**src/common/fetch_config.svh**
```systemverilog
`ifndef FETCH_CONFIG_SVH
`define FETCH_CONFIG_SVH

// First fetch address after reset
`define FETCH_RESET_VECTOR 32'h0000_2000

// Direct-mapped cache size, one word per line
`define ICACHE_LINES 8

// addi x0, x0, 0
`define INSTR_NOP 32'h0000_0013

`endif

```
**src/common/fetch_pkg.sv**
```systemverilog
package fetch_pkg;

    // Commands from the fetch controller to the instruction cache
    typedef enum logic [1:0] {
        CACHE_CMD_NONE      = 2'd0,
        CACHE_CMD_EXECUTE   = 2'd1,
        CACHE_CMD_FLUSH_ALL = 2'd2
    } cache_cmd_t;

    // Cache answer, valid one cycle after the command
    typedef enum logic [2:0] {
        CACHE_RESP_IDLE        = 3'd0,
        CACHE_RESP_WAIT        = 3'd1,
        CACHE_RESP_DONE        = 3'd2,
        CACHE_RESP_MISSALIGNED = 3'd3,
        CACHE_RESP_ACCESSFAULT = 3'd4
    } cache_resp_t;

    // Execute to fetch command, only meaningful with e2f_ready
    typedef enum logic [2:0] {
        E2F_CMD_NONE       = 3'd0,
        E2F_CMD_BRANCH     = 3'd1,
        E2F_CMD_FLUSH      = 3'd2,
        E2F_CMD_EXC_START  = 3'd3,
        E2F_CMD_EXC_RETURN = 3'd4
    } e2f_cmd_t;

    // Machine mode mcause values
    typedef enum logic [31:0] {
        CAUSE_INSTR_MISALIGNED   = 32'h0000_0000,
        CAUSE_INSTR_ACCESS_FAULT = 32'h0000_0001,
        CAUSE_TIMER_INTERRUPT    = 32'h8000_0007,
        CAUSE_EXTERNAL_INTERRUPT = 32'h8000_000b
    } cause_t;

endpackage

```
**src/fetch/fetch_ctrl.sv**
```systemverilog
`timescale 1ns/10ps

`include "fetch_config.svh"

module fetch_ctrl (
    input  logic                   clk,
    input  logic                   reseted,
    input  logic [31:0]            csr_mtvec,
    input  logic                   dbg_request,
    input  logic                   dbg_set_pc,
    input  logic                   dbg_exit_request,
    input  logic [31:0]            dbg_pc,
    input  logic                   irq_timer_en,
    input  logic                   irq_exti_en,
    input  logic                   irq_timer,
    input  logic                   irq_exti,
    input  logic                   e2f_ready,
    input  fetch_pkg::e2f_cmd_t    e2f_cmd,
    input  logic [31:0]            e2f_exc_epc,
    input  logic [31:0]            e2f_branchtarget,
    input  fetch_pkg::cache_resp_t c_response,
    input  logic                   c_reset_done,
    output fetch_pkg::cache_cmd_t  c_cmd,
    output logic [31:0]            c_address,
    output logic [31:0]            pc,
    output logic                   flushing,
    output logic                   bubble,
    output logic                   dbg_mode,
    output logic                   dbg_done,
    output logic                   f2e_exc_start,
    output logic                   irq_taken_exti,
    output logic                   irq_taken_timer
);

    logic [31:0] pc_nxt;
    logic        after_reset;
    logic        after_reset_nxt;
    logic        flushing_nxt;
    logic        bubble_nxt;
    logic        dbg_mode_nxt;
    logic        cache_done;
    logic        cache_idle;
    logic        cache_wait;
    logic        cache_error;
    logic        exti_hit;
    logic        timer_hit;
    logic        fetch_boundary;

    assign cache_done  = (c_response == fetch_pkg::CACHE_RESP_DONE);
    assign cache_idle  = (c_response == fetch_pkg::CACHE_RESP_IDLE);
    assign cache_wait  = (c_response == fetch_pkg::CACHE_RESP_WAIT);
    assign cache_error = (c_response == fetch_pkg::CACHE_RESP_MISSALIGNED) ||
                         (c_response == fetch_pkg::CACHE_RESP_ACCESSFAULT);

    assign exti_hit  = irq_exti_en && irq_exti;
    assign timer_hit = irq_timer_en && irq_timer;

    // A fault always ends the current fetch, execute or not
    assign fetch_boundary = after_reset || cache_error ||
                            (e2f_ready && (cache_done || cache_idle));

    // Cache sees the address of the fetch being started
    assign c_address = pc_nxt;

    always_comb begin
        pc_nxt          = pc;
        c_cmd           = fetch_pkg::CACHE_CMD_NONE;
        after_reset_nxt = after_reset;
        flushing_nxt    = flushing;
        bubble_nxt      = bubble;
        dbg_mode_nxt    = dbg_mode;
        f2e_exc_start   = 1'b0;
        dbg_done        = 1'b0;
        irq_taken_exti  = 1'b0;
        irq_taken_timer = 1'b0;
        // Fresh data ends the bubble
        if (cache_done && !flushing) begin
            bubble_nxt = 1'b0;
        end
        if (c_reset_done) begin
            if (dbg_mode) begin
                if (dbg_exit_request) begin
                    c_cmd        = fetch_pkg::CACHE_CMD_EXECUTE;
                    dbg_mode_nxt = 1'b0;
                    bubble_nxt   = 1'b1;
                end else if (dbg_set_pc) begin
                    pc_nxt   = dbg_pc;
                    dbg_done = 1'b1;
                end
            end else if (flushing) begin
                // Flush acknowledged, continue after the flush instruction
                if (cache_done) begin
                    c_cmd        = fetch_pkg::CACHE_CMD_EXECUTE;
                    pc_nxt       = pc + 32'd4;
                    flushing_nxt = 1'b0;
                    bubble_nxt   = 1'b1;
                end
            end else if (cache_wait) begin
                // Miss in progress, repeat the same address
                c_cmd = fetch_pkg::CACHE_CMD_EXECUTE;
            end else if (fetch_boundary) begin
                c_cmd = fetch_pkg::CACHE_CMD_EXECUTE;
                if (after_reset) begin
                    pc_nxt          = `FETCH_RESET_VECTOR;
                    after_reset_nxt = 1'b0;
                    bubble_nxt      = 1'b1;
                end else if (dbg_request) begin
                    c_cmd        = fetch_pkg::CACHE_CMD_NONE;
                    dbg_mode_nxt = 1'b1;
                    bubble_nxt   = 1'b1;
                end else if (exti_hit || timer_hit) begin
                    pc_nxt          = csr_mtvec;
                    f2e_exc_start   = 1'b1;
                    irq_taken_exti  = exti_hit;
                    irq_taken_timer = !exti_hit;
                    bubble_nxt      = 1'b1;
                end else if (e2f_ready && e2f_cmd == fetch_pkg::E2F_CMD_EXC_RETURN) begin
                    pc_nxt     = e2f_exc_epc;
                    bubble_nxt = 1'b1;
                end else if (e2f_ready && e2f_cmd == fetch_pkg::E2F_CMD_BRANCH) begin
                    pc_nxt     = e2f_branchtarget;
                    bubble_nxt = 1'b1;
                end else if (e2f_ready && e2f_cmd == fetch_pkg::E2F_CMD_FLUSH) begin
                    c_cmd        = fetch_pkg::CACHE_CMD_FLUSH_ALL;
                    flushing_nxt = 1'b1;
                    bubble_nxt   = 1'b1;
                end else if (e2f_ready && e2f_cmd == fetch_pkg::E2F_CMD_EXC_START) begin
                    pc_nxt     = csr_mtvec;
                    bubble_nxt = 1'b1;
                end else if (cache_error) begin
                    pc_nxt        = csr_mtvec;
                    f2e_exc_start = 1'b1;
                    bubble_nxt    = 1'b1;
                end else begin
                    pc_nxt = pc + 32'd4;
                end
            end
        end
    end

    always_ff @(posedge clk) begin
        if (reseted) begin
            pc          <= `FETCH_RESET_VECTOR;
            after_reset <= 1'b1;
            flushing    <= 1'b0;
            bubble      <= 1'b1;
            dbg_mode    <= 1'b0;
        end else begin
            pc          <= pc_nxt;
            after_reset <= after_reset_nxt;
            flushing    <= flushing_nxt;
            bubble      <= bubble_nxt;
            dbg_mode    <= dbg_mode_nxt;
        end
    end

endmodule

```
**src/fetch/fetch_issue.sv**
```systemverilog
`timescale 1ns/10ps

`include "fetch_config.svh"

module fetch_issue (
    input  logic                   clk,
    input  logic                   reseted,
    input  fetch_pkg::cache_resp_t c_response,
    input  logic [31:0]            c_load_data,
    input  logic                   c_reset_done,
    input  logic [31:0]            pc,
    input  logic                   flushing,
    input  logic                   bubble,
    input  logic                   dbg_mode,
    input  logic                   irq_taken_exti,
    input  logic                   irq_taken_timer,
    output logic [31:0]            f2e_instr,
    output logic [31:0]            f2e_pc,
    output fetch_pkg::cause_t      f2e_cause
);

    // Last word handed to execute, replayed while the cache is idle
    logic [31:0] held_word;

    assign f2e_pc = pc;

    always_comb begin
        f2e_instr = `INSTR_NOP;
        if (c_reset_done && !dbg_mode) begin
            if (c_response == fetch_pkg::CACHE_RESP_DONE) begin
                if (!flushing) begin
                    f2e_instr = c_load_data;
                end
            end else if (c_response == fetch_pkg::CACHE_RESP_IDLE) begin
                if (!bubble) begin
                    f2e_instr = held_word;
                end
            end
        end
    end

    always_ff @(posedge clk) begin
        if (reseted) begin
            held_word <= `INSTR_NOP;
        end else begin
            held_word <= f2e_instr;
        end
    end

    // Fetch faults first, then interrupts
    always_comb begin
        f2e_cause = fetch_pkg::CAUSE_INSTR_MISALIGNED;
        if (c_response == fetch_pkg::CACHE_RESP_MISSALIGNED) begin
            f2e_cause = fetch_pkg::CAUSE_INSTR_MISALIGNED;
        end else if (c_response == fetch_pkg::CACHE_RESP_ACCESSFAULT) begin
            f2e_cause = fetch_pkg::CAUSE_INSTR_ACCESS_FAULT;
        end else if (irq_taken_exti) begin
            f2e_cause = fetch_pkg::CAUSE_EXTERNAL_INTERRUPT;
        end else if (irq_taken_timer) begin
            f2e_cause = fetch_pkg::CAUSE_TIMER_INTERRUPT;
        end
    end

endmodule

```
**src/icache/icache.sv**
```systemverilog
`timescale 1ns/10ps

`include "fetch_config.svh"

module icache (
    input  logic                   clk,
    input  logic                   reseted,
    input  fetch_pkg::cache_cmd_t  c_cmd,
    input  logic [31:0]            c_address,
    input  logic                   mem_valid,
    input  logic [31:0]            mem_data,
    input  logic                   mem_error,
    output fetch_pkg::cache_resp_t c_response,
    output logic [31:0]            c_load_data,
    output logic                   c_reset_done,
    output logic                   mem_req,
    output logic [31:0]            mem_addr
);

    localparam int LINES = `ICACHE_LINES;
    localparam int IDX_W = $clog2(LINES);
    localparam int TAG_W = 30 - IDX_W;

    localparam logic [1:0] ST_INIT   = 2'd0;
    localparam logic [1:0] ST_READY  = 2'd1;
    localparam logic [1:0] ST_REFILL = 2'd2;

    logic [1:0]             state;
    logic [IDX_W-1:0]       init_idx;
    logic                   refill_err;
    fetch_pkg::cache_cmd_t  req_cmd;
    logic [31:0]            req_addr;
    logic [LINES-1:0]       valid;
    logic [TAG_W-1:0]       tag_mem  [LINES];
    logic [31:0]            data_mem [LINES];
    logic [IDX_W-1:0]       req_idx;
    logic [IDX_W-1:0]       mem_idx;
    logic                   hit;
    logic                   start_refill;
    logic                   refill_write;

    assign req_idx = req_addr[IDX_W+1:2];
    assign mem_idx = mem_addr[IDX_W+1:2];
    assign hit     = valid[req_idx] && (tag_mem[req_idx] == req_addr[31:IDX_W+2]);

    assign c_reset_done = (state != ST_INIT);
    assign c_load_data  = data_mem[req_idx];
    assign start_refill = (state == ST_READY) && (c_response == fetch_pkg::CACHE_RESP_WAIT);
    assign refill_write = (state == ST_REFILL) && mem_valid && !mem_error;

    // Answer to the command registered last cycle
    always_comb begin
        c_response = fetch_pkg::CACHE_RESP_IDLE;
        if (state == ST_REFILL) begin
            c_response = fetch_pkg::CACHE_RESP_WAIT;
        end else if (state == ST_READY) begin
            if (req_cmd == fetch_pkg::CACHE_CMD_FLUSH_ALL) begin
                c_response = fetch_pkg::CACHE_RESP_DONE;
            end else if (req_cmd == fetch_pkg::CACHE_CMD_EXECUTE) begin
                if (refill_err) begin
                    c_response = fetch_pkg::CACHE_RESP_ACCESSFAULT;
                end else if (req_addr[1:0] != 2'b00) begin
                    c_response = fetch_pkg::CACHE_RESP_MISSALIGNED;
                end else if (hit) begin
                    c_response = fetch_pkg::CACHE_RESP_DONE;
                end else begin
                    c_response = fetch_pkg::CACHE_RESP_WAIT;
                end
            end
        end
    end

    always_ff @(posedge clk) begin
        if (reseted) begin
            state      <= ST_INIT;
            init_idx   <= '0;
            refill_err <= 1'b0;
            req_cmd    <= fetch_pkg::CACHE_CMD_NONE;
            mem_req    <= 1'b0;
        end else begin
            req_cmd    <= c_cmd;
            refill_err <= 1'b0;
            case (state)
                ST_INIT: begin
                    init_idx <= init_idx + 1'b1;
                    if (init_idx == IDX_W'(LINES - 1)) begin
                        state <= ST_READY;
                    end
                end
                ST_READY: begin
                    if (start_refill) begin
                        state   <= ST_REFILL;
                        mem_req <= 1'b1;
                    end
                end
                default: begin
                    // Error flag makes the next repeat answer accessfault
                    if (mem_valid) begin
                        state      <= ST_READY;
                        mem_req    <= 1'b0;
                        refill_err <= mem_error;
                    end
                end
            endcase
        end
    end

    always_ff @(posedge clk) begin
        req_addr <= c_address;
        if (start_refill) begin
            mem_addr <= req_addr;
        end
    end

    // Valid bits, cleared line by line at start-up and all at once on flush
    always_ff @(posedge clk) begin
        if (state == ST_INIT) begin
            valid[init_idx] <= 1'b0;
        end else if (state == ST_READY && c_cmd == fetch_pkg::CACHE_CMD_FLUSH_ALL) begin
            valid <= '0;
        end else if (refill_write) begin
            valid[mem_idx] <= 1'b1;
        end
    end

    always_ff @(posedge clk) begin
        if (refill_write) begin
            tag_mem[mem_idx]  <= mem_addr[31:IDX_W+2];
            data_mem[mem_idx] <= mem_data;
        end
    end

endmodule

```
**src/verilog/fetch_top.sv**
```systemverilog
`timescale 1ns/10ps

module fetch_top (
    input  logic                clk,
    input  logic                reseted,
    input  logic [31:0]         csr_mtvec,
    input  logic                dbg_request,
    input  logic                dbg_set_pc,
    input  logic                dbg_exit_request,
    input  logic [31:0]         dbg_pc,
    output logic                dbg_mode,
    output logic                dbg_done,
    input  logic                irq_timer_en,
    input  logic                irq_exti_en,
    input  logic                irq_timer,
    input  logic                irq_exti,
    input  logic                e2f_ready,
    input  fetch_pkg::e2f_cmd_t e2f_cmd,
    input  logic [31:0]         e2f_exc_epc,
    input  logic [31:0]         e2f_branchtarget,
    output logic [31:0]         f2e_instr,
    output logic [31:0]         f2e_pc,
    output logic                f2e_exc_start,
    output fetch_pkg::cause_t   f2e_cause,
    output logic                mem_req,
    output logic [31:0]         mem_addr,
    input  logic                mem_valid,
    input  logic [31:0]         mem_data,
    input  logic                mem_error
);

    fetch_pkg::cache_cmd_t  c_cmd;
    fetch_pkg::cache_resp_t c_response;
    logic [31:0]            c_address;
    logic [31:0]            c_load_data;
    logic                   c_reset_done;
    logic [31:0]            pc;
    logic                   flushing;
    logic                   bubble;
    logic                   irq_taken_exti;
    logic                   irq_taken_timer;

    fetch_ctrl i_fetch_ctrl (
        .clk              (clk),
        .reseted          (reseted),
        .csr_mtvec        (csr_mtvec),
        .dbg_request      (dbg_request),
        .dbg_set_pc       (dbg_set_pc),
        .dbg_exit_request (dbg_exit_request),
        .dbg_pc           (dbg_pc),
        .irq_timer_en     (irq_timer_en),
        .irq_exti_en      (irq_exti_en),
        .irq_timer        (irq_timer),
        .irq_exti         (irq_exti),
        .e2f_ready        (e2f_ready),
        .e2f_cmd          (e2f_cmd),
        .e2f_exc_epc      (e2f_exc_epc),
        .e2f_branchtarget (e2f_branchtarget),
        .c_response       (c_response),
        .c_reset_done     (c_reset_done),
        .c_cmd            (c_cmd),
        .c_address        (c_address),
        .pc               (pc),
        .flushing         (flushing),
        .bubble           (bubble),
        .dbg_mode         (dbg_mode),
        .dbg_done         (dbg_done),
        .f2e_exc_start    (f2e_exc_start),
        .irq_taken_exti   (irq_taken_exti),
        .irq_taken_timer  (irq_taken_timer)
    );

    icache i_icache (
        .clk          (clk),
        .reseted      (reseted),
        .c_cmd        (c_cmd),
        .c_address    (c_address),
        .mem_valid    (mem_valid),
        .mem_data     (mem_data),
        .mem_error    (mem_error),
        .c_response   (c_response),
        .c_load_data  (c_load_data),
        .c_reset_done (c_reset_done),
        .mem_req      (mem_req),
        .mem_addr     (mem_addr)
    );

    fetch_issue i_fetch_issue (
        .clk             (clk),
        .reseted         (reseted),
        .c_response      (c_response),
        .c_load_data     (c_load_data),
        .c_reset_done    (c_reset_done),
        .pc              (pc),
        .flushing        (flushing),
        .bubble          (bubble),
        .dbg_mode        (dbg_mode),
        .irq_taken_exti  (irq_taken_exti),
        .irq_taken_timer (irq_taken_timer),
        .f2e_instr       (f2e_instr),
        .f2e_pc          (f2e_pc),
        .f2e_cause       (f2e_cause)
    );

endmodule
```
**config.mk**
```make
export PLATFORM = sky130hd
export DESIGN_NAME = fetch_top
export DESIGN_NICKNAME = d
export VERILOG_FILES = /design/src/common/fetch_pkg.sv /design/src/fetch/fetch_ctrl.sv /design/src/fetch/fetch_issue.sv /design/src/icache/icache.sv /design/src/verilog/fetch_top.sv
export VERILOG_INCLUDE_DIRS = /design/src /design/src/common
export SDC_FILE = /design/constraint.sdc
export NUM_CORES = 1
export LEC_CHECK = 0
export ABC_AREA = 1
export BUFFER_PORTS_ARGS = -buffer_cell sky130_fd_sc_hd__buf_2
export CAP_MARGIN = 20
export CELL_PAD_IN_SITES_DETAIL_PLACEMENT = 0
export CELL_PAD_IN_SITES_GLOBAL_PLACEMENT = 1
export CORE_ASPECT_RATIO = 0.6
export CORE_MARGIN = 1
export CORE_UTILIZATION = 45
export DETAILED_ROUTE_END_ITERATION = 12
export PLACE_DENSITY = 0.88
export SLEW_MARGIN = 20
export SYNTH_ARGS = -nofsm -noshare
export SYNTH_HDL_FRONTEND = slang
export SYNTH_SLANG_ARGS = --single-unit
```
**constraint.sdc**
```tcl
create_clock -name clk -period 10.6 [get_ports clk]
set_input_delay 2.12 -clock clk [delete_from_list [all_inputs] [get_ports clk]]
set_output_delay 2.12 -clock clk [all_outputs]
set_load 0.05 [all_outputs]
```
==> impl_metrics.py <==
metrics = {
    "outcome": {
        "outcome": "finished, final reports clean",
    },
    "yosys": {
        "synth_seq_area_share_pct": 60.1,
        "synthTopCellsByArea": "edfxtp_1 53%, nand2_1 11%, dfxtp_1 7.5%, inv_1 4.5%, nor2_1 3.6%",
        "ys.warnings.count": 0,
        "synth_cells": 3197,
        "synth-edff-count": 512,
        "synth_area_um2": 29200,
        "avgSynthCellArea_um2": 9.14,
        "synth.top_cell.area_share_pct": 52.6,
        "ys.flop_type": "edfxtp_1",
        "synthDistinctLibCells": 49,
        "synth_top_cells_by_count": "860 x nand2_1, 512 x edfxtp_1, 349 x inv_1, 283 x nor2_1, 212 x nand3_1",
        "synth.most_common_cell": "nand2_1",
        "async_flop_share_pct": 0,
        "synth-seq-cells": 621,
        "synth_top_area_cell": "edfxtp_1",
    },
    "setup_path": {
        "crit_fanout": 120,
        "critPathCaptureType": "output port",
        "cpMostUsedCell": "nand2_1",
        "r2r-end": "i_icache.valid[5]$_DFFE_PP_",
        "crit_type": "flop to output port",
        "critical_path.slowest_cell": "inv_6",
        "setup.worst_path.start_class": "flop",
        "required_ps": 8480,
        "worstPathArrival_ps": 6090,
        "r2r-start": "i_icache.req_addr[2]$_DFF_P_",
        "cpLargestDelayFamily": "simple AND/OR/NAND/NOR gates",
        "rr_worst_depth": 33,
        "reg2reg_setup_slack_ps": 4610,
        "critPathBufInv": 7,
        "path_depth": 29,
        "slowest_delay_ps": 790,
    },
    "cts": {
        "htreeDepth": 2,
        "cts_tree": "done",
        "post_cts_resized": 0,
        "cts.reportedPaths.clkPinSlew_ps": 70,
        "cts_made_buffers": 54,
        "clockRootBuffer": "clkbuf_16",
        "holdBufCountCts": 0,
        "cts.sinks": 621,
        "post_cts_buffers": 0,
        "clock_path_buffers": 3,
        "clock_latency_ps": 620,
    },
    "cells_and_area": {
        "finalNetCount": 3569,
        "syn_to_final_growth_pct": 12.9,
        "fill_cells": 5767,
        "drive_gt1_share_pct": 13.6,
    },
    "die": {
        "start_util_pct": 46.1,
        "core_area_um2": 63400,
        "ioPinCount": 307,
        "num_rows": 71,
        "dieArea_um2": 66000,
        "die_x_um": 331,
        "die_h_um": 199,
    },
    "drt": {
        "wl_um": 86500,
        "dr.pass1.iters": 6,
        "avgRoutedWirePerCell_um": 20.2,
        "drt_iter0_drc": 2606,
        "drcViolationCount": 0,
        "drt-vias-per-instance": 5.44,
        "num_vias": 23300,
        "final_antenna_net_count": 0,
    },
    "grt": {
        "antenna_found_initial": 6,
        "grt_pass1_vias": 20900,
        "grt_pass1_wl_um": 128000,
        "track_usage_pct": 25.6,
        "grt_start_max_net_pins": 121,
        "grt-ovfl-total": 0,
    },
    "pwr": {
        "switchingPower_uw": 2140,
        "pwr-share-comb_pct": 23.9,
        "sw_frac_of_total_pct": 33.1,
        "power.internal_uw": 4310,
        "ir_drop_uv": 128,
        "pwr-share-clk_pct": 32.1,
        "power_uw": 6450,
        "seq_power_share_pct": 44.1,
        "p_leak_uw": 0.0136,
        "p_per_area_nw_per_um2": 196,
    },
    "sta": {
        "max_slew_margin_pct": 23.8,
        "fin_crit_sh_pct": 77.5,
        "period_needed_ps": 8210,
        "rsz0062_at_grt": "false",
        "finClkSkew_ps": 33.2,
        "tightest_slew_ps": 1140,
        "slew_viol_final": 0,
        "fin_setup_tns_ps": 0,
        "setup_violations": 0,
        "timing_hold_violations_final": 0,
        "fmax_ghz": 0.122,
    },
    "worst_hold_path": {
        "hold_path_depth": 0,
        "min-delay-start": "i_icache.req_addr[0]$_DFF_P_",
        "whs_endpoint": "i_icache.mem_addr[0]$_DFFE_PP_",
        "hold_class": "flop to flop",
    },
    "placed_design": {
        "io_buffers": 279,
        "hpwlAfterDp_um": 54900,
        "gp_congestion": 0.958,
    },
    "flow_run": {
        "maxCapViolCount": 0,
    },
}
-- logic make-up (layout without fill, tap and decap cells) --
logic type / count (synthesis) / after routing / share of synthesized area, %
AO/OA/AOI/OAI: 510 / 510 / 10.2
XOR/XNOR: 22 / 22 / 0.659
adder cells (fa/ha/maj): 3 / 3 / 0.128
buffers and inverters: 567 / 780 / 8.18
flip-flops: 621 / 621 / 60.1
other: 1 / 31 / 0.0128
AND/OR/NAND/NOR: 1473 / 1473 / 20.8
-- sequential cells by signal, summed over array words and instances (netlist names), 2 cells and up --
| register | flops |
|---|---|
| i_icache.data_mem | 256 |
| i_icache.tag_mem | 216 |
| i_fetch_ctrl.pc | 32 |
| i_fetch_issue.held_word | 32 |
| i_icache.mem_addr | 32 |
| i_icache.req_addr | 32 |
| i_icache.valid | 8 |
| i_icache.init_idx | 3 |
| i_icache.req_cmd | 2 |
| i_icache.state | 2 |
-- layout by cell type, fill, tap and decap left out, types with 5 or more instances in the layout --
| master | instances |
|---|---|
| buf_2 | 279 |
| clkbuf_8 | 6 |
| bufinv_16 | 7 |
| nand4_1 | 22 |
| nand3_1 | 212 |
| or2_2 | 18 |
| dfxtp_1 | 107 |
| o21bai_1 | 6 |
| a21oi_1 | 164 |
| o21ai_0 | 182 |
| nor2_4 | 9 |
| conb_1 | 27 |
| clkinv_2 | 9 |
| clkbuf_16 | 54 |
| inv_1 | 347 |
| nor3_1 | 42 |
| clkinv_1 | 11 |
| nand3b_1 | 9 |
| xor2_1 | 21 |
| o211ai_1 | 7 |
| a221oi_1 | 21 |
| nor4_1 | 7 |
| clkbuf_1 | 10 |
| a32o_1 | 29 |
| a21oi_2 | 9 |
| nor2_1 | 274 |
| nand2_2 | 5 |
| buf_4 | 39 |
| nor2_2 | 6 |
| nand2_1 | 860 |
| inv_2 | 6 |
| o31ai_1 | 8 |
| o21ai_1 | 25 |
| o22ai_1 | 35 |
| edfxtp_1 | 512 |
| o221ai_1 | 6 |
-- per-stage QoR --
step           cell area, um^2  setup WS, ps  util [%]  hold slack (ps)  instances
2_1_floorplan            29300          1880         -              409       3223
3_3_place_gp             31100          3200      49.1              436       4174
3_5_place_dp             31100          3120      49.1              427       4174
4_1_cts                  33000          2450      52.0              444       4275
5_1_grt                  33000          1860      52.0              458       4278
6_report                 33000          2390      52.0              445       4279
-- cell type report --
class,count,area [um^2],share of cell area [%]
clock buffers,70,1470,4.46
diodes,4,10.0,0.0303
well taps,839,1050,3.18
clock inverters,31,369,1.12
inverters,361,1370,4.14
multi-input cells,2035,9470,28.7
flip-flops and latches,621,17600,53.2
repair buffers,318,1690,5.12
-- worst max-delay path by stage --
stage	startpoint	endpoint	slack, ps
finish	i_icache.req_addr[2]$_DFF_P_	f2e_exc_start	2390
global route	i_icache.req_addr[2]$_DFF_P_	f2e_exc_start	1860
floorplan	mem_error	i_icache.data_mem[0][0]$_DFFE_PP_	1880
global placement	i_icache.req_addr[2]$_DFF_P_	f2e_exc_start	3200
CTS	i_icache.req_addr[2]$_DFF_P_	f2e_exc_start	2450
detailed placement	i_icache.req_addr[2]$_DFF_P_	f2e_exc_start	3120
-- worst register-to-register path: cells and delay by family, from the launching register on --
family                 cells  cell delay (ps)
AND/OR/NAND/NOR           25             2840
buffers and inverters      7             1970
AO/OA/AOI/OAI              1              220
flip-flops                 1              600
-- power groups by stage --
stage / clock network (uW) / registers [uW] / logic (uW)
floorplan: 0 / 2910 / 1060
global placement: 0 / 2890 / 1500
detailed placement: 0 / 2890 / 1510
CTS: 2090 / 2840 / 1520
global route: 2180 / 2850 / 1710
finish: 2070 / 2840 / 1540
-- routing by layer --
layer  up-vias  GRT usage (%)  wire [um]
met5         -              0         23
met2      1030           36.7      37200
li1      11000              -          -
met4         4           5.03       1580
met3       114           5.29       8320
met1     11100           39.8      39300
Note: power is estimated with default switching activity, not from simulation.
